<file path="config.mk">
export PLATFORM = sky130hd
export DESIGN_NAME = fetch_top
export DESIGN_NICKNAME = d
export VERILOG_FILES = /design/src/common/fetch_pkg.sv /design/src/design/pc_gen.sv /design/src/design/predecode.sv /design/src/design/slot_valid.sv /design/src/design/issue_queue.sv /design/src/design/fetch_top.sv
export SDC_FILE = /design/constraint.sdc
export NUM_CORES = 1
export LEC_CHECK = 0
export BUFFER_PORTS_ARGS = -buffer_cell sky130_fd_sc_hd__buf_2
export CAP_MARGIN = 20
export CORE_MARGIN = 2
export CORE_UTILIZATION = 65
export CTS_CLUSTER_DIAMETER = 30
export CTS_CLUSTER_SIZE = 14
export DETAILED_ROUTE_END_ITERATION = 6
export PLACE_DENSITY_LB_ADDON = 0.15
export SYNTH_ARGS = -nofsm -noshare
export SYNTH_HDL_FRONTEND = slang
export SYNTH_SLANG_ARGS = --single-unit
</file>
<file path="constraint.sdc">
create_clock -name clk -period 9.2 [get_ports clk]
set_input_delay 0.92 -clock clk [delete_from_list [all_inputs] [get_ports clk]]
set_output_delay 0.92 -clock clk [all_outputs]
set_load 0.02 [all_outputs]
</file>
<file path="src/common/fetch_pkg.sv">
/*
 * fetch front end shared types
 * instruction words, two-slot bundles, per-slot flags and issue queue entries
 */
package fetch_pkg;

	// ==============================
	// fixed widths
	// ==============================
	localparam int ADDR_W = 16;
	localparam int INSTR_W = 16;
	localparam int IMM_W = 14;
	// bundle is always two slots, the validity rules are per pattern
	localparam int SLOT_COUNT = 2;
	localparam int SLOT_BYTES = 2;
	localparam int BUNDLE_BYTES = SLOT_COUNT * SLOT_BYTES;

	typedef logic [ADDR_W-1:0] addr_t;
	typedef logic [INSTR_W-1:0] instr_t;

	// opcode sits in the top two bits of the word
	typedef enum logic [1:0] {
		op_plain = 2'b00,
		op_jump = 2'b01,
		op_return = 2'b10,
		op_branch = 2'b11
	} op_e;

	typedef struct packed {
		logic jc;
		logic rts;
		logic take_branch;
	} slot_flags_t;

	// slot 0 is the lower address and the low half
	typedef struct packed {
		instr_t slot1;
		instr_t slot0;
	} bundle_t;

	typedef struct packed {
		addr_t addr;
		instr_t word;
		op_e op;
	} queue_entry_t;

endpackage

</file>
<file path="src/design/pc_gen.sv">
/*
 * program counter generator
 * fetch address, next-bundle strobe, redirect selection and the link register
 */
`timescale 1ns/1ps

module pc_gen import fetch_pkg::*; (
	input logic clk,
	input logic rst,
	input logic phit,
	input logic bundle_done,
	input logic pc_override,
	input logic redirect_slot,
	input logic redirect_rts,
	input addr_t slot_target [SLOT_COUNT],
	input logic link_write,
	input addr_t link_addr,
	input logic branchmiss,
	input addr_t miss_target,
	output addr_t fetch_addr,
	output addr_t bundle_addr,
	output logic [1:0] pc_mask,
	output logic nextb
);
	addr_t req_addr;
	addr_t link_reg;
	addr_t redirect_addr;
	addr_t seq_addr;
	logic fresh;

	// bus data is only new when the request did not move last cycle
	assign nextb = phit & bundle_done & fresh;

	// return takes the link, everything else its own decoded target
	assign redirect_addr = redirect_rts ? link_reg : slot_target[redirect_slot];

	// next bundle after the one on the bus, odd entry falls back to slot 0
	assign seq_addr = {req_addr[ADDR_W-1:2], 2'b00} + addr_t'(BUNDLE_BYTES);

	// ==============================
	// request tracking
	// ==============================
	always_ff @(posedge clk) begin
		if (rst) begin
			fetch_addr <= '0;
			req_addr <= '0;
			pc_mask <= 2'b11;
			fresh <= 1'b0;
		end else begin
			// address and mask follow the request by one cycle, like the data
			req_addr <= fetch_addr;
			pc_mask <= fetch_addr[1] ? 2'b10 : 2'b11;
			fresh <= ~(branchmiss | pc_override | nextb);
			// miss beats redirect beats sequential
			if (branchmiss)
				fetch_addr <= miss_target;
			else if (pc_override)
				fetch_addr <= redirect_addr;
			else if (nextb)
				fetch_addr <= seq_addr;
		end
	end

	// captured bundle base and single return entry
	always_ff @(posedge clk) begin
		if (nextb)
			bundle_addr <= {req_addr[ADDR_W-1:2], 2'b00};
		if (link_write)
			link_reg <= link_addr;
	end

endmodule

</file>
<file path="src/design/predecode.sv">
/*
 * slot predecoder
 * classifies each slot and computes its control-transfer target
 */
`timescale 1ns/1ps

module predecode import fetch_pkg::*; (
	input bundle_t bundle,
	input addr_t bundle_addr,
	output slot_flags_t flags [SLOT_COUNT],
	output addr_t slot_target [SLOT_COUNT],
	output op_e slot_op [SLOT_COUNT]
);
	instr_t word [SLOT_COUNT];

	assign word[0] = bundle.slot0;
	assign word[1] = bundle.slot1;

	for (genvar i = 0; i < SLOT_COUNT; i++) begin : g_slot
		logic [IMM_W-1:0] imm;
		addr_t slot_addr;
		addr_t jump_dest;
		addr_t branch_dest;
		addr_t fall_dest;

		assign slot_addr = bundle_addr + addr_t'(i * SLOT_BYTES);
		assign imm = word[i][IMM_W-1:0];
		assign slot_op[i] = op_e'(word[i][INSTR_W-1:IMM_W]);

		// absolute, halfword aligned
		assign jump_dest = addr_t'({imm, 1'b0});
		// pc relative, sign extended halfword offset
		assign branch_dest = slot_addr + {{(ADDR_W - IMM_W - 1){imm[IMM_W-1]}}, imm, 1'b0};
		// plain and return slots point past themselves
		// the return target comes from the link register instead
		assign fall_dest = slot_addr + addr_t'(SLOT_BYTES);

		assign slot_target[i] = (slot_op[i] == op_jump) ? jump_dest :
			(slot_op[i] == op_branch) ? branch_dest : fall_dest;

		// backward branches only are predicted taken
		assign flags[i] = '{
			jc: slot_op[i] == op_jump,
			rts: slot_op[i] == op_return,
			take_branch: (slot_op[i] == op_branch) & imm[IMM_W-1]
		};
	end

endmodule

</file>
<file path="src/design/slot_valid.sv">
/*
 * slot validity tracker
 * keeps which slots of the current bundle still have to be queued,
 * stomps the fall-through bundle after a redirect and flags bundle done
 */
`timescale 1ns/1ps

module slot_valid (
	input logic clk,
	input logic rst,
	input logic nextb,
	input logic branchmiss,
	input logic q1,
	input logic q2,
	input logic pc_override,
	input logic [1:0] pc_mask,
	output logic [1:0] slotv,
	output logic [1:0] slotvd,
	output logic bundle_done
);
	// bundle captured this cycle is wrong-path
	logic stomp;

	// ==============================
	// remainder after acceptance
	// ==============================
	always_comb begin
		slotv = slotvd;
		stomp = 1'b0;
		case (slotvd)
			// single slot left, either half
			2'b01, 2'b10: begin
				if (q1) begin
					slotv = 2'b00;
					stomp = pc_override;
				end
			end
			2'b11: begin
				if (q2) begin
					// both gone, slot 1 may be the redirect
					slotv = 2'b00;
					stomp = pc_override;
				end else if (q1) begin
					// slot 0 leaves and slot 1 waits
					// a redirecting slot 0 kills slot 1 too
					slotv = pc_override ? 2'b00 : 2'b10;
					stomp = pc_override;
				end
			end
			default: begin
				slotv = 2'b00;
			end
		endcase
	end

	assign bundle_done = ~|slotv;

	// ==============================
	// registered validity
	// ==============================
	always_ff @(posedge clk) begin
		if (rst) begin
			slotvd <= 2'b00;
		end else if (branchmiss) begin
			// everything in the front end is on the wrong path
			slotvd <= 2'b00;
		end else if (nextb) begin
			// new bundle, unless it is the sequential one behind a redirect
			slotvd <= stomp ? 2'b00 : pc_mask;
		end else begin
			slotvd <= slotv;
		end
	end

endmodule

</file>
<file path="src/design/issue_queue.sv">
/*
 * issue queue
 * circular buffer taking one or two slots a cycle, drained by valid/ready
 */
`timescale 1ns/1ps

module issue_queue import fetch_pkg::*; #(
	parameter int QUEUE_DEPTH = 4
) (
	input logic clk,
	input logic rst,
	input logic [1:0] slotv,
	input queue_entry_t slot_entry [SLOT_COUNT],
	input slot_flags_t flags [SLOT_COUNT],
	input logic branchmiss,
	input logic issue_ready,
	output logic q1,
	output logic q2,
	output logic pc_override,
	output logic redirect_slot,
	output logic link_write,
	output addr_t link_addr,
	output queue_entry_t issue_entry,
	output logic issue_valid
);
	localparam int PW = $clog2(QUEUE_DEPTH);
	localparam int CW = $clog2(QUEUE_DEPTH + 1);
	localparam logic [CW-1:0] DEPTH_C = CW'(QUEUE_DEPTH);

	queue_entry_t mem [QUEUE_DEPTH];
	logic [PW-1:0] head;
	logic [PW-1:0] tail;
	logic [PW-1:0] tail_1;
	logic [CW-1:0] count;
	logic [CW-1:0] push_n;
	logic [1:0] xfer;
	logic lo;
	logic pop;

	// wrap for any depth, not just powers of two
	function automatic logic [PW-1:0] ptr_inc(input logic [PW-1:0] p);
		if (p == PW'(QUEUE_DEPTH - 1))
			return '0;
		return p + PW'(1);
	endfunction

	// ==============================
	// acceptance
	// ==============================
	assign xfer[0] = flags[0].jc | flags[0].rts | flags[0].take_branch;
	assign xfer[1] = flags[1].jc | flags[1].rts | flags[1].take_branch;
	// lowest valid slot goes first
	assign lo = ~slotv[0];
	assign q1 = (|slotv) & (count != DEPTH_C) & ~branchmiss;
	// a redirecting slot 0 ends acceptance for the bundle
	assign q2 = (&slotv) & ~xfer[0] & (count < DEPTH_C - CW'(1)) & ~branchmiss;
	assign pc_override = (q1 & xfer[lo]) | (q2 & xfer[1]);
	assign redirect_slot = q2 | lo;
	assign link_write = pc_override & flags[redirect_slot].jc;
	assign link_addr = slot_entry[redirect_slot].addr + addr_t'(SLOT_BYTES);

	// ==============================
	// storage
	// ==============================
	assign issue_valid = count != '0;
	assign issue_entry = mem[head];
	assign pop = issue_valid & issue_ready;
	assign tail_1 = ptr_inc(tail);
	assign push_n = q2 ? CW'(2) : CW'(q1);

	always_ff @(posedge clk) begin
		if (q1)
			mem[tail] <= slot_entry[lo];
		if (q2)
			mem[tail_1] <= slot_entry[1];
	end

	always_ff @(posedge clk) begin
		if (rst || branchmiss) begin
			head <= '0;
			tail <= '0;
			count <= '0;
		end else begin
			if (pop)
				head <= ptr_inc(head);
			if (q2)
				tail <= ptr_inc(tail_1);
			else if (q1)
				tail <= tail_1;
			count <= count + push_n - CW'(pop);
		end
	end

endmodule

</file>
<file path="src/design/fetch_top.sv">
/*
 * instruction fetch front end
 * ties pc generation, predecode, slot tracking and the issue queue together
 */
`timescale 1ns/1ps

module fetch_top import fetch_pkg::*; #(
	parameter int QUEUE_DEPTH = 4
) (
	input logic clk,
	input logic rst,
	output addr_t fetch_addr,
	input bundle_t bundle,
	input logic phit,
	input logic branchmiss,
	input addr_t miss_target,
	output queue_entry_t issue_entry,
	output logic issue_valid,
	input logic issue_ready
);
	bundle_t held_bundle;
	addr_t bundle_addr;
	addr_t link_addr;
	addr_t slot_target [SLOT_COUNT];
	slot_flags_t flags [SLOT_COUNT];
	op_e slot_op [SLOT_COUNT];
	queue_entry_t slot_entry [SLOT_COUNT];
	logic [1:0] pc_mask;
	logic [1:0] slotvd;
	logic nextb, bundle_done, q1, q2;
	logic pc_override, redirect_slot, redirect_rts, link_write;

	// memory output moves on after nextb, keep the captured bundle
	always_ff @(posedge clk) begin
		if (nextb)
			held_bundle <= bundle;
	end

	assign redirect_rts = flags[redirect_slot].rts;

	// queue entries built from the captured bundle
	assign slot_entry[0] = '{addr: bundle_addr, word: held_bundle.slot0, op: slot_op[0]};
	assign slot_entry[1] = '{addr: bundle_addr + addr_t'(SLOT_BYTES),
		word: held_bundle.slot1, op: slot_op[1]};

	pc_gen u_pc_gen (
		.clk(clk), .rst(rst), .phit(phit), .bundle_done(bundle_done),
		.pc_override(pc_override), .redirect_slot(redirect_slot),
		.redirect_rts(redirect_rts), .slot_target(slot_target),
		.link_write(link_write), .link_addr(link_addr), .branchmiss(branchmiss),
		.miss_target(miss_target), .fetch_addr(fetch_addr),
		.bundle_addr(bundle_addr), .pc_mask(pc_mask), .nextb(nextb)
	);

	predecode u_predecode (
		.bundle(held_bundle), .bundle_addr(bundle_addr), .flags(flags),
		.slot_target(slot_target), .slot_op(slot_op)
	);

	// queue sees the registered validity, the remainder is internal
	slot_valid u_slot_valid (
		.clk(clk), .rst(rst), .nextb(nextb), .branchmiss(branchmiss),
		.q1(q1), .q2(q2), .pc_override(pc_override), .pc_mask(pc_mask),
		.slotv(), .slotvd(slotvd), .bundle_done(bundle_done)
	);

	issue_queue #(.QUEUE_DEPTH(QUEUE_DEPTH)) u_issue_queue (
		.clk(clk), .rst(rst), .slotv(slotvd), .slot_entry(slot_entry),
		.flags(flags), .branchmiss(branchmiss), .issue_ready(issue_ready),
		.q1(q1), .q2(q2), .pc_override(pc_override), .redirect_slot(redirect_slot),
		.link_write(link_write), .link_addr(link_addr),
		.issue_entry(issue_entry), .issue_valid(issue_valid)
	);

endmodule

</file>
Word level (Yosys, flattened, before mapping)
Memories as Yosys holds them, arrays and structs flattened. A register that Yosys moved wholly into a read port is not among the register bits.
Index checks and enable logic that the tools add are counted.
{"block": "word_totals", "ff_bits": 106, "ram_bits": 136, "in_bits": 53, "output_inout_bits": 51, "elab_cells": 133, "n_memories": 1}
{"block": "classes", "addsub": 11, "magnitude_cmp": 4, "eq_ne": 13, "mux": 55, "n_bitwise": 27, "n_reduce_logical": 10}
{"name": "u_issue_queue.mem", "depth": 4, "word_bits": 34, "rd": 1, "rd_ports_with_merged_regs": 1, "wr": 2, "line": "issue_queue.sv:30", "text": "queue_entry_t mem [QUEUE_DEPTH];"}
{"cell": "2-to-1 mux 34 bit", "count": 6}
{"cell": "2-to-1 mux 16 bit", "count": 11}
{"cell": "adder 16 x 2 -> 16 bit, second input constant", "count": 3}
{"cell": "2-to-1 mux 2 bit", "count": 17}
{"cell": "adder 16 bit", "count": 2}
{"cell": "equality test 2 bit, second input constant", "count": 9}
{"cell": "adder 16 x 3 -> 16 bit, second input constant", "count": 1}
{"cell": "2-to-1 mux 1 bit", "count": 16}
{"cell": "AND 1 bit", "count": 13}
{"cell": "2-to-1 mux 3 bit", "count": 3}
{"cell": "bitwise OR 1 bit", "count": 8}
{"cell": "OR reduction 2 bit", "count": 4}
{"cell": "adder 2 x 1 -> 2 bit, second input constant", "count": 3}
{"cell": "equality test 2 x 1 -> 1 bit, second input constant", "count": 3}
{"cell": "nonzero test 3 bit", "count": 2}
{"cell": ">= comparator 2 bit, second input constant", "count": 2}
{"cell": "inverter 1 bit", "count": 4}
{"cell": "inverter 1 -> 2 bit", "count": 2}
{"cell": "case mux 2 bit (2 select lines)", "count": 1}
{"cell": "adder 3 bit", "count": 1}
{"cell": "less-than comparator 3 x 2 -> 1 bit, second input constant", "count": 1}
{"cell": "inequality test 3 bit, second input constant", "count": 1}
{"cell": "subtractor 3 x 1 -> 3 bit", "count": 1}
{"cell": "less-than comparator 1 x 2 -> 1 bit, second input constant", "count": 1}
{"cell": "5 further kinds", "count": 5}

Longest topological paths before layout
Gate-level depths: netlist of the first run.
{"block": "logic_depth", "ltp_word": 20, "depth_mapped": 14, "depth_no_buf": 11}

Hierarchy
A second synthesis of the first run with hierarchy kept.
{"block": "hier_totals", "hier_cells": 1216, "area_unflattened_um2": 14478.9}
{"module": "issue_queue", "instances": 1, "cells_each": 493, "area_each_um2": 7773.7, "seq_area_each_um2": 4264.1}
{"module": "pc_gen", "instances": 1, "cells_each": 263, "area_each_um2": 2817.7, "seq_area_each_um2": 1541.5}
{"module": "predecode", "instances": 1, "cells_each": 357, "area_each_um2": 2389.8, "seq_area_each_um2": 0.0}
{"module": "fetch_top", "instances": 1, "cells_each": 74, "area_each_um2": 1268.7, "seq_area_each_um2": 960.9}
{"module": "slot_valid", "instances": 1, "cells_each": 29, "area_each_um2": 229.0, "seq_area_each_um2": 40.0}

Worst setup path before layout of the first run
Ideal clock, no wire load.
{"block": "synth_path", "kind": "in2reg", "from": "input port branchmiss", "to": "register u_pc_gen.fetch_addr[1]", "setup_ps": 131, "arrival_ps": 3857, "t_required_ps": 9069, "path_slack_ps": 5212, "path_stages": 10, "path_buffers": 1, "cell_sequence": "nor3b_2 > and3_1 > buf_6 > inv_4 > a22oi_1 > a211oi_2 > nor3_4 > nor2_1 > a221oi_1 > nor2_1"}
{"block": "synth_between", "elab_chain_cells": 13, "word_cells_on_any_way": 27, "cone_classes": "14 x mux; 10 x bitwise; 3 x reduce/logical"}
{"item": "from (decl)", "line": "fetch_top.sv:15", "text": "input logic branchmiss,"}
{"item": "inverter 1 bit", "line": "issue_queue.sv:54, issue_queue.sv:56"}
{"item": "AND 1 bit (on tied branches)", "line": "issue_queue.sv:54, issue_queue.sv:56"}
{"item": "AND 1 bit", "line": "issue_queue.sv:57", "text": "assign pc_override = (q1 & xfer[lo]) | (q2 & xfer[1]);"}
{"item": "bitwise OR 1 bit", "line": "issue_queue.sv:57"}
{"item": "2-to-1 mux 2 bit", "line": "slot_valid.sv:46", "text": "slotv = pc_override ? 2'b00 : 2'b10;"}
{"item": "2-to-1 mux 2 bit", "line": "slot_valid.sv:43", "text": "end else if (q1) begin"}
{"item": "2-to-1 mux 2 bit", "line": "slot_valid.sv:39", "text": "if (q2) begin"}
{"item": "case mux 2 bit (2 select lines)", "line": "slot_valid.sv:30", "text": "case (slotvd)"}
{"item": "OR reduction 2 bit", "line": "slot_valid.sv:56", "text": "assign bundle_done = ~|slotv;"}
{"item": "zero test 1 bit", "line": "slot_valid.sv:56"}
{"item": "AND 1 bit (2 in a row)", "line": "pc_gen.sv:32", "text": "assign nextb = phit & bundle_done & fresh;"}
{"item": "nonzero test 3 bit (no line)"}
{"item": "to (signal assigned)", "line": "pc_gen.sv:56", "text": "fetch_addr <= miss_target;"}
{"item": "to (signal assigned)", "line": "pc_gen.sv:58", "text": "fetch_addr <= redirect_addr;"}
{"item": "to (signal assigned)", "line": "pc_gen.sv:60", "text": "fetch_addr <= seq_addr;"}
{"item": "to (decl)", "line": "pc_gen.sv:20", "text": "output addr_t fetch_addr,"}
Parallel ways exist; a longest one is shown, timed or not. The select of a mux whose other input is x is not followed.
A chain may end at the register's enable or synchronous reset.

Worst setup path after layout of the first run
{"block": "layout_path", "from": "register held_bundle[15] (netlist name)", "to": "register u_pc_gen.fetch_addr[11]"}
{"block": "layout_between", "elab_chain_cells": 18, "word_cells_on_any_way": 37, "cone_classes": "3 x eq/ne; 17 x mux; 14 x bitwise; 3 x reduce/logical"}
{"item": "from (decl)", "line": "fetch_top.sv:21", "text": "bundle_t held_bundle;"}
{"item": "from (signal assigned)", "line": "fetch_top.sv:36", "text": "held_bundle <= bundle;"}
{"item": "equality test 2 x 1 -> 1 bit (tied with other cells)", "line": "predecode.sv:38, predecode.sv:43"}
{"item": "bitwise OR 1 bit / AND 1 bit (equally long branches)", "line": "issue_queue.sv:50, predecode.sv:45"}
{"item": "bitwise OR 1 bit", "line": "issue_queue.sv:50", "text": "assign xfer[0] = flags[0].jc | flags[0].rts | flags[0].take_branch;"}
{"item": "inverter 1 bit", "line": "issue_queue.sv:56", "text": "assign q2 = (&slotv) & ~xfer[0] & (count < DEPTH_C - CW'(1)) & ~branchmiss;"}
{"item": "AND 1 bit (3 in a row)", "line": "issue_queue.sv:56"}
{"item": "AND 1 bit", "line": "issue_queue.sv:57"}
{"item": "bitwise OR 1 bit", "line": "issue_queue.sv:57"}
{"item": "2-to-1 mux 2 bit", "line": "slot_valid.sv:46"}
{"item": "2-to-1 mux 2 bit", "line": "slot_valid.sv:43"}
{"item": "2-to-1 mux 2 bit", "line": "slot_valid.sv:39"}
{"item": "case mux 2 bit (2 select lines)", "line": "slot_valid.sv:30"}
{"item": "OR reduction 2 bit", "line": "slot_valid.sv:56"}
{"item": "zero test 1 bit", "line": "slot_valid.sv:56"}
{"item": "AND 1 bit (2 in a row)", "line": "pc_gen.sv:32"}
{"item": "nonzero test 3 bit (no line)"}
Parallel ways exist; a longest one is shown, timed or not. The select of a mux whose other input is x is not followed.

==> reports/metrics.json, run 1 <==
{
  "clocking": {
    "path_clk_slew_ps": 50,
    "clock-sinks": 228,
    "cts_buffers": 39,
    "cts_resized": 0,
    "worst_skew_pair.late_latency_ps": 510,
    "cts_tree": "done",
    "cts.htree.levels": 2,
    "hold_buffers": 0,
    "postCtsSetupBuffers": 0,
    "cts_max_path_buffers": 3,
    "clk_root_buffer_cell": "clkbuf_16"
  },
  "worst_setup_path": {
    "r2r_cells": 10,
    "critical_path_arrival_ps": 4870,
    "critPathLaunchType": "flip-flop",
    "cp_max_fo": 25,
    "crit_end_element": "flip-flop",
    "cp_data_required_time_ps": 9580,
    "worstSetupPathType": "reg -> reg"
  },
  "cells_and_area": {
    "layout_commonest_cell": "edfxtp_1",
    "share_of_layout_cells_above_drive_strength_1_pct": 19.4,
    "largest_registers": "u_issue_queue.mem (124), held_bundle (32), u_pc_gen.fetch_addr (16)",
    "flip_flop_count_of_the_largest_register_all_copies_and_words_added": 124,
    "syn2layout_area_growth_pct": 15.7,
    "largest_register": "u_issue_queue.mem",
    "antennaDiodeCount": 0,
    "post_route_insts_no_fill": 1399,
    "fillers": 1210,
    "layout.cells.most_common_list": "edfxtp_1 (181), buf_2 (102), nor2_1 (76), nand2_1 (69), a22o_1 (65)",
    "ff_latch_area_um2": 6380,
    "multi_input_area_um2": 5440,
    "nets": 1239
  },
  "outcome": {
    "outcome": "complete, no violations"
  },
  "place": {
    "numPlacedInstances": 1330,
    "post-dp-hpwl_mm": 21.0,
    "pre_cts_ws_ps": 4840,
    "gpl.final_weighted_congestion": 0.994,
    "io_buffer_count": 102
  },
  "sta": {
    "slew_viol_final": 0,
    "worst-slew-pin-transition_ps": 1110,
    "maxClockFrequency_mhz": 223,
    "post-route-period-util_pct": 48.8,
    "finalClockSkew_ps": 9.08,
    "setup_tns_ps": 0,
    "report.final.setup_viol": 0,
    "grt_setup_unrepaired": "false",
    "setup_slack_ps": 4710,
    "period_minus_slack_ps": 4490,
    "relative_slew_slack_pct": 23.6,
    "fin_worst_hold_slack_ps": 436,
    "hold_viol_final": 0
  },
  "power_and_ir_drop": {
    "power.density_nw_per_um2": 193,
    "power.ir.vdd_worst_uv": 212,
    "cellLeakagePower_nw": 5.28
  },
  "floorplan": {
    "initial_core_util_pct": 65.7,
    "row_count": 50,
    "die-width_um": 141,
    "floorplan.die.height_um": 141,
    "design.die.area_um2": 19900,
    "coreArea_um2": 18600,
    "pin_count": 104
  },
  "routing": {
    "wl_per_cell_um": 22.8,
    "num_vias": 9255,
    "ant_nets": 0,
    "drtPass1Iterations": 7,
    "drt_iter0_drc": 1042,
    "wirelength_mm": 31.9,
    "post-route-drc-count": 0,
    "route.detailed.vias_per_inst": 6.62
  },
  "yosys": {
    "yosys_warnings": 0,
    "mappedNetlistNets": 1147,
    "postSynthRegisterBits": 228,
    "ys_dominant_reg_cell": "edfxtp_1",
    "mappedNetlistArea_um2": 12200,
    "yosysUniqueCellTypes": 72,
    "ys_async_sr_fraction_pct": 0,
    "post-synth-top-area-cell": "edfxtp_1",
    "synth_top_cells_by_area": "edfxtp_1 (45%), dfxtp_1 (7.7%), mux4_2 (5.7%)",
    "syn-mean-instance-area_um2": 11.7,
    "syn-instance-count": 1045,
    "synth-seq-area-share_pct": 52.2,
    "synthDominantCellAreaShare_pct": 44.5,
    "synth_edf_count": 181
  },
  "worst_hold_path": {
    "min-delay-path-class": "reg -> reg",
    "hold_path_depth": 1
  },
  "global_route": {
    "grt_start_max_net_pins": 44,
    "number_of_global_route_vias_before_repair": 8937,
    "grt.total_usage_pct": 32.4,
    "globalRoute.totalOverflow": 0,
    "antenna_found_initial": 0,
    "global_route_wire_length_before_repair_mm": 49.3
  },
  "flow_run": {
    "timing.max_cap.violations": 0
  }
}
==> worst max-delay path, cell delays in order (launching register included) <==
cell       delay, ps
edfxtp_1         460
ha_1             700
a21boi_2         180
a31o_2           400
inv_2            370
mux2i_1          970
nor2_1           220
a2111oi_0        530
o21ai_0          160
nor3_1           260
o2bb2ai_1        110
==> per-stage QoR <==
| step | utilization [%] | area [µm²] | total power, W |
|---|---|---|---|
| detailed placement | 69.1 | 12800 | 0.00131 |
| finish | 76.0 | 14100 | 0.00273 |
| global placement | 69.1 | 12800 | 0.00131 |
| global route | 76.0 | 14100 | 0.00280 |
| CTS | 76.0 | 14100 | 0.00273 |
| floorplan | - | 12200 | 0.00126 |
==> cell type report <==
class	count	share of cell area [%]
clock inverter	22	1.84
sequential	228	45.1
clock buffer	47	7.34
tap	234	2.07
multi-input combinational	723	38.5
timing repair buffer	115	4.30
inverter	30	0.815
==> final timing paths <==
path	to	slack, ps	start
setup / recovery	u_pc_gen.fetch_addr[11]	4710	held_bundle[15]
hold / removal	u_pc_gen.pc_mask[0]	440	u_pc_gen.fetch_addr[1]
setup reg to reg	u_pc_gen.fetch_addr[11]	4710	held_bundle[15]
hold reg to reg	u_pc_gen.pc_mask[0]	440	u_pc_gen.fetch_addr[1]
==> where the power goes <==
part | internal [W] | total [W] | switching [W]
Clock | 0.000946 | 0.00143 | 0.000488
Combinational | 0.0000577 | 0.000144 | 0.0000865
Sequential | 0.00112 | 0.00115 | 0.0000269
==> kinds of logic after synthesis <==
kind of cell	synth area share, %
simple gates	12.3
xor+xnor	4.09
other cells	0.0307
mux	6.71
fa+ha+maj	5.21
buf+inv	3.25
compound gates	16.2
flops	52.2
==> routing by layer <==
metal / up-vias / track usage, % / wire length [µm]
met5: - / 0 / 0
met4: 0 / 10.8 / 733
met3: 69 / 6.79 / 3300
met2: 552 / 52.7 / 15000
met1: 4459 / 44.1 / 12800
li1: 4175 / - / -
==> cells in the mapped netlist, types with 16 or more instances <==
cell        n
edfxtp_1  181
nor2_1     76
nand2_1    69
a22o_1     65
a21oi_1    63
and2_1     55
dfxtp_1    47
clkbuf_1   46
ha_1       46
o21ai_0    38
mux4_2     31
xor2_1     31
inv_1      28
xnor2_1    26
nand3_1    20
nor2b_1    19
a211oi_1   16
No activity file was read; power rests on OpenSTA's default activity.
==> run 2, diff against run 1 <==
--- a/config.mk
+++ b/config.mk
@@ -8,7 +8,7 @@
 export BUFFER_PORTS_ARGS = -buffer_cell sky130_fd_sc_hd__buf_2
 export CAP_MARGIN = 20
 export CORE_MARGIN = 2
-export CORE_UTILIZATION = 65
+export CORE_UTILIZATION = 55
 export CTS_CLUSTER_DIAMETER = 30
 export CTS_CLUSTER_SIZE = 14
 export DETAILED_ROUTE_END_ITERATION = 6
==> constraint.sdc (replaced) <==
create_clock -name clk -period 4 [get_ports clk]
set_input_delay 0.4 -clock clk [delete_from_list [all_inputs] [get_ports clk]]
set_output_delay 0.4 -clock clk [all_outputs]
set_load 0.02 [all_outputs]
==> run 2 against run 1 <==
Non-clock buffer count grew 19. Combinational power rose by 140%. Setup slack worse by 4100 ps. Clock power increased to 2.5 times the previous value. Critical endpoint is now u_pc_gen.fetch_addr[12].
==> reports/metrics.json, run 2 (synthesis results as in run 1) <==
{
  "cells_and_area": {
    "layout.cells.most_common_list": "edfxtp_1 (181), buf_2 (102), nor2_1 (76), nand2_1 (69), a22o_1 (65)",
    "antennaDiodeCount": 0,
    "layout_commonest_cell": "edfxtp_1",
    "nets": 1263,
    "largest_register": "u_issue_queue.mem",
    "syn2layout_area_growth_pct": 18.9,
    "flip_flop_count_of_the_largest_register_all_copies_and_words_added": 124,
    "share_of_layout_cells_above_drive_strength_1_pct": 21.5,
    "largest_registers": "u_issue_queue.mem (124), held_bundle (32), u_pc_gen.fetch_addr (16)",
    "stdcell_area_um2": 14500
  },
  "clocking": {
    "cts_tree": "done",
    "clock-sinks": 228,
    "cts_resized": 0,
    "cts_max_path_buffers": 3,
    "path_clk_slew_ps": 50,
    "hold_buffers": 0,
    "cts_buffers": 44,
    "cts.htree.levels": 2,
    "postCtsSetupBuffers": 0,
    "worst_skew_pair.late_latency_ps": 530,
    "clk_root_buffer_cell": "clkbuf_16"
  },
  "routing": {
    "drt_iter0_drc": 767,
    "wirelength_mm": 31.8,
    "post-route-drc-count": 0,
    "wl_per_cell_um": 21.6,
    "route.detailed.vias_per_inst": 6.17,
    "drtPass1Iterations": 5,
    "num_vias": 9111,
    "ant_nets": 0
  },
  "worst_setup_path": {
    "cp_data_required_time_ps": 4380,
    "slowest_delay_ps": 470,
    "worstReg2RegStart": "held_bundle[1]",
    "timing.critical_path.depth": 10,
    "worstSetupPathType": "reg -> reg",
    "cp_max_fo": 6,
    "regToRegSetupSlack_ps": 570,
    "crit_chain": "ha_1, fa_1, a211oi_1, o21bai_1, a31o_2, and4_1, a2111oi_0, xnor2_1, o21ai_0, a41oi_1",
    "critical_path.n_buffers_inverters": 0,
    "critPathLaunchType": "flip-flop",
    "cpMaxStageDelayCell": "edfxtp_1",
    "worstSetupStartpoint": "held_bundle[1]",
    "crit_end_element": "flip-flop",
    "critical_path_arrival_ps": 3810,
    "critPathTopFamily": "compound AO/OA/AOI/OAI gates",
    "worst_setup_path_endpoint": "u_pc_gen.fetch_addr[12]",
    "critical_path.reg2reg.endpoint": "u_pc_gen.fetch_addr[12]",
    "r2r_cells": 10
  },
  "outcome": {
    "outcome": "complete, no violations"
  },
  "place": {
    "placedInstanceArea_um2": 13000,
    "post-dp-hpwl_mm": 21.9,
    "io_buffer_count": 102,
    "gpl.final_weighted_congestion": 0.962
  },
  "global_route": {
    "number_of_global_route_vias_before_repair": 8882,
    "globalRoute.totalOverflow": 0,
    "grt.total_usage_pct": 27.1,
    "antenna_found_initial": 0,
    "grt_start_max_net_pins": 44,
    "global_route_wire_length_before_repair_mm": 49.4
  },
  "worst_hold_path": {
    "min-delay-path-class": "in -> reg",
    "hold_path_depth": 1
  },
  "floorplan": {
    "initial_core_util_pct": 55.9,
    "pin_count": 104,
    "coreArea_um2": 21800,
    "design.die.area_um2": 23400,
    "die-width_um": 153,
    "floorplan.die.height_um": 153,
    "row_count": 54
  },
  "sta": {
    "period_minus_slack_ps": 3430,
    "relative_slew_slack_pct": 39.8,
    "post-route-period-util_pct": 85.8,
    "worst-slew-pin-transition_ps": 903,
    "maxClockFrequency_mhz": 291,
    "setup_tns_ps": 0,
    "slew_viol_final": 0,
    "hold_viol_final": 0,
    "grt_setup_unrepaired": "false",
    "finalClockSkew_ps": 19.8,
    "report.final.setup_viol": 0
  },
  "power_and_ir_drop": {
    "power.ir.vdd_worst_uv": 310,
    "cellLeakagePower_nw": 5.45,
    "power.density_nw_per_um2": 456
  },
  "flow_run": {
    "timing.max_cap.violations": 0
  }
}
[run 2: cell types whose count changed in the layout (fill, tap and decap cells not counted), sizes merged]
cell / change
bufinv: -1
clkbuf: +4
inv: +1
buf: +19
clkinv: +5
clkinvlp: +4
[run 2: cell type report]
class / count / area [µm²]
clock inverters: 31 / 294
well taps: 280 / 350
clock buffers: 51 / 1190
fillers: 1698 / 7310
inverters: 30 / 115
multi-input cells: 723 / 5440
flip-flops and latches: 228 / 6380
repair buffers: 134 / 751
[run 2: per-stage QoR]
stage                     hold slack (ps)  setup slack [ps]  total power (W)  std cells  util [%]
final                                45.3               569          0.00662       1477      66.5
after global routing                 41.0               377          0.00678       1477      66.5
after CTS                            35.5               648          0.00665       1477      66.5
after detailed placement              420               661          0.00301       1395      59.7
after global placement                417               635          0.00301       1395      59.7
after floorplan                       428               187          0.00289       1045         -
[run 2: worst reg2reg max path: stages, from the launching register on]
cell and delay [ps]:
edfxtp_1 470, ha_1 290, fa_1 430, a211oi_1 360, o21bai_1 150, a31o_2 270, and4_1 190, a2111oi_0 470
xnor2_1 110, o21ai_0 360, a41oi_1 170
[run 2: metal layers]
layer	vias to the layer above	wire [µm]	global-route usage, %	share of wire (%)
li1	4237	-	-	-
met4	0	906	10.2	2.8
met2	442	14300	42.2	45
met3	59	2560	4.56	8.0
met1	4373	14000	38.6	44
met5	-	0	0	0
[run 2: how the worst min path moves through the flow]
stage / startpoint / to / slack, ps
final: bundle[0] / held_bundle[0] / 50
after floorplan: u_pc_gen.req_addr[15] / u_pc_gen.bundle_addr[15] / 430
after CTS: bundle[19] / held_bundle[19] / 40
after detailed placement: u_pc_gen.fetch_addr[1] / u_pc_gen.pc_mask[0] / 420
after global routing: bundle[19] / held_bundle[19] / 40
after global placement: u_pc_gen.fetch_addr[1] / u_pc_gen.pc_mask[0] / 420
[run 2: report_power, final]
group	total, W	leakage [nW]	switching (W)	internal (W)
Combinational	0.000341	2.75	0.000203	0.000138
Clock	0.00364	0.715	0.00124	0.00240
Sequential	0.00264	1.98	0.0000529	0.00258
Total	0.00662	5.45	0.00150	0.00512
==> run 3, diff against run 2 <==
--- a/config.mk
+++ b/config.mk
@@ -12,6 +12,7 @@
 export CTS_CLUSTER_DIAMETER = 30
 export CTS_CLUSTER_SIZE = 14
 export DETAILED_ROUTE_END_ITERATION = 6
+export MAX_ROUTING_LAYER = met4
 export PLACE_DENSITY_LB_ADDON = 0.15
 export SYNTH_ARGS = -nofsm -noshare
 export SYNTH_HDL_FRONTEND = slang
==> run 3 against run 2 <==
Clock skew is 2.8 ps lower. Hold slack gained 12 ps. Routed wire length grew 1.9%. Sequential share of layout area is 0.66 points lower. Non-clock buffer count up 2.
==> reports/metrics.json, run 3 (synthesis results as in run 1) <==
{
  "worst_setup_path": {
    "cp_max_fo": 6,
    "slowest_delay_ps": 520,
    "critPathLaunchType": "flip-flop",
    "regToRegSetupSlack_ps": 510,
    "r2r_cells": 10,
    "worstReg2RegStart": "held_bundle[1]",
    "worstSetupPathType": "reg -> reg",
    "critPathTopFamily": "compound AO/OA/AOI/OAI gates",
    "crit_end_element": "flip-flop",
    "crit_chain": "ha_1, fa_1, a211oi_1, o21bai_1, a31o_2, and4_1, a2111oi_0, xnor2_1, o21ai_0, a41oi_1",
    "critical_path.n_buffers_inverters": 0,
    "cp_data_required_time_ps": 4370,
    "critical_path.reg2reg.endpoint": "u_pc_gen.fetch_addr[12]",
    "critical_path_arrival_ps": 3870,
    "cpMaxStageDelayCell": "a2111oi_0"
  },
  "floorplan": {
    "pin_count": 104,
    "coreArea_um2": 21800,
    "design.die.area_um2": 23400,
    "row_count": 54,
    "die-width_um": 153,
    "initial_core_util_pct": 55.9,
    "floorplan.die.height_um": 153
  },
  "power_and_ir_drop": {
    "power.ir.vdd_worst_uv": 328,
    "power_report.internal_total_w": 0.00559,
    "switchingPower_w": 0.00151,
    "cellLeakagePower_nw": 5.55,
    "p_clk_share_pct": 58.0,
    "sw_frac_of_total_pct": 21.2,
    "combPwrFrac_pct": 4.9,
    "power.density_nw_per_um2": 481,
    "total_power_w": 0.00709,
    "seqPwrFrac_pct": 37.2
  },
  "clocking": {
    "cts_max_path_buffers": 3,
    "hold_buffers": 0,
    "postCtsSetupBuffers": 0,
    "worst_skew_pair.late_latency_ps": 520,
    "cts.htree.levels": 2,
    "cts_buffers": 47,
    "clk_root_buffer_cell": "clkbuf_16",
    "path_clk_slew_ps": 50,
    "cts_resized": 0,
    "clock-sinks": 228,
    "cts_tree": "done"
  },
  "place": {
    "io_buffer_count": 102,
    "gpl.final_weighted_congestion": 0.992,
    "placedInstanceArea_um2": 13000,
    "post-dp-hpwl_mm": 22.1
  },
  "global_route": {
    "global_route_wire_length_before_repair_mm": 50.8,
    "antenna_found_initial": 0,
    "grt_start_max_net_pins": 44,
    "globalRoute.totalOverflow": 0,
    "grt.total_usage_pct": 28.6,
    "number_of_global_route_vias_before_repair": 8867
  },
  "routing": {
    "route.detailed.vias_per_inst": 6.14,
    "drtPass1Iterations": 5,
    "ant_nets": 0,
    "post-route-drc-count": 0,
    "num_vias": 9103,
    "wl_per_cell_um": 21.9,
    "drt_iter0_drc": 890,
    "wirelength_mm": 32.4
  },
  "worst_hold_path": {
    "hold_path_depth": 1,
    "hold_start": "bundle[19]",
    "min_to": "held_bundle[19]",
    "min-delay-path-class": "in -> reg"
  },
  "sta": {
    "worst-slew-pin-transition_ps": 871,
    "period_minus_slack_ps": 3490,
    "report.final.setup_viol": 0,
    "setup_tns_ps": 0,
    "hold_viol_final": 0,
    "post-route-period-util_pct": 87.3,
    "finalClockSkew_ps": 17.0,
    "grt_setup_unrepaired": "false",
    "slew_viol_final": 0,
    "relative_slew_slack_pct": 41.9,
    "maxClockFrequency_mhz": 286
  },
  "cells_and_area": {
    "largest_register": "u_issue_queue.mem",
    "layout_commonest_cell": "edfxtp_1",
    "ff_latch_area_um2": 6380,
    "share_of_layout_cells_above_drive_strength_1_pct": 21.8,
    "largest_registers": "u_issue_queue.mem (124), held_bundle (32), u_pc_gen.fetch_addr (16)",
    "fillers": 1625,
    "stdcell_area_um2": 14700,
    "final_core_util_pct": 67.5,
    "flip_flop_count_of_the_largest_register_all_copies_and_words_added": 124,
    "nets": 1268,
    "syn2layout_area_growth_pct": 20.7,
    "layout.cells.most_common_list": "edfxtp_1 (181), buf_2 (102), nor2_1 (76), nand2_1 (69), a22o_1 (65)",
    "multi_input_area_um2": 5440,
    "antennaDiodeCount": 0
  },
  "outcome": {
    "outcome": "complete, no violations"
  },
  "flow_run": {
    "timing.max_cap.violations": 0
  }
}
-- run 3: changes by cell type in the layout (fill, tap and decap cells not counted), sizes merged --
cell	before	now
buf	134	136
inv	37	34
clkbuf	51	56
clkinv	14	11
bufinv	4	9
-- run 3: power by group through the flow --
stage	combinational (W)	sequential, W	clock (W)
global route	0.000376	0.00264	0.00427
CTS	0.000340	0.00264	0.00414
global placement	0.000335	0.00268	0
detailed placement	0.000336	0.00268	0
floorplan	0.000219	0.00267	0
finish	0.000344	0.00264	0.00411
-- run 3: layout make-up --
class | instances | area share (%)
clock buffer | 56 | 8.71
clock inverter | 30 | 2.77
inverter | 30 | 0.781
multi-input combinational | 723 | 36.9
sequential | 228 | 43.3
tap | 280 | 2.38
timing repair buffer | 136 | 5.20
-- run 3: worst max-delay path by stage --
stage	start	to	depth (start not counted)
after floorplan	held_bundle[15]	u_pc_gen.fetch_addr[1]	11
after global placement	held_bundle[1]	u_pc_gen.fetch_addr[12]	10
after detailed placement	held_bundle[1]	u_pc_gen.fetch_addr[12]	10
after CTS	held_bundle[1]	u_pc_gen.fetch_addr[12]	10
after global routing	held_bundle[1]	u_pc_gen.fetch_addr[12]	10
final	held_bundle[1]	u_pc_gen.fetch_addr[12]	10
-- run 3: per-stage QoR --
stage / hold slack [ps] / setup WS (ps) / cells
2_1_floorplan: 428 / 187 / 1045
3_3_place_gp: 417 / 718 / 1397
4_1_cts: 47.8 / 658 / 1483
6_report: 57.6 / 509 / 1483
5_1_grt: 51.0 / 326 / 1483
3_5_place_dp: 422 / 674 / 1397
-- run 3: layer usage --
layer | vias to the layer above | GRT usage [%] | part of all wire, %
li1 | 4238 | - | -
met1 | 4364 | 40.1 | 44
met2 | 441 | 42.8 | 46
met3 | 60 | 5.08 | 7.8
met4 | 0 | 8.99 | 2.5
met5 | - | - | 0
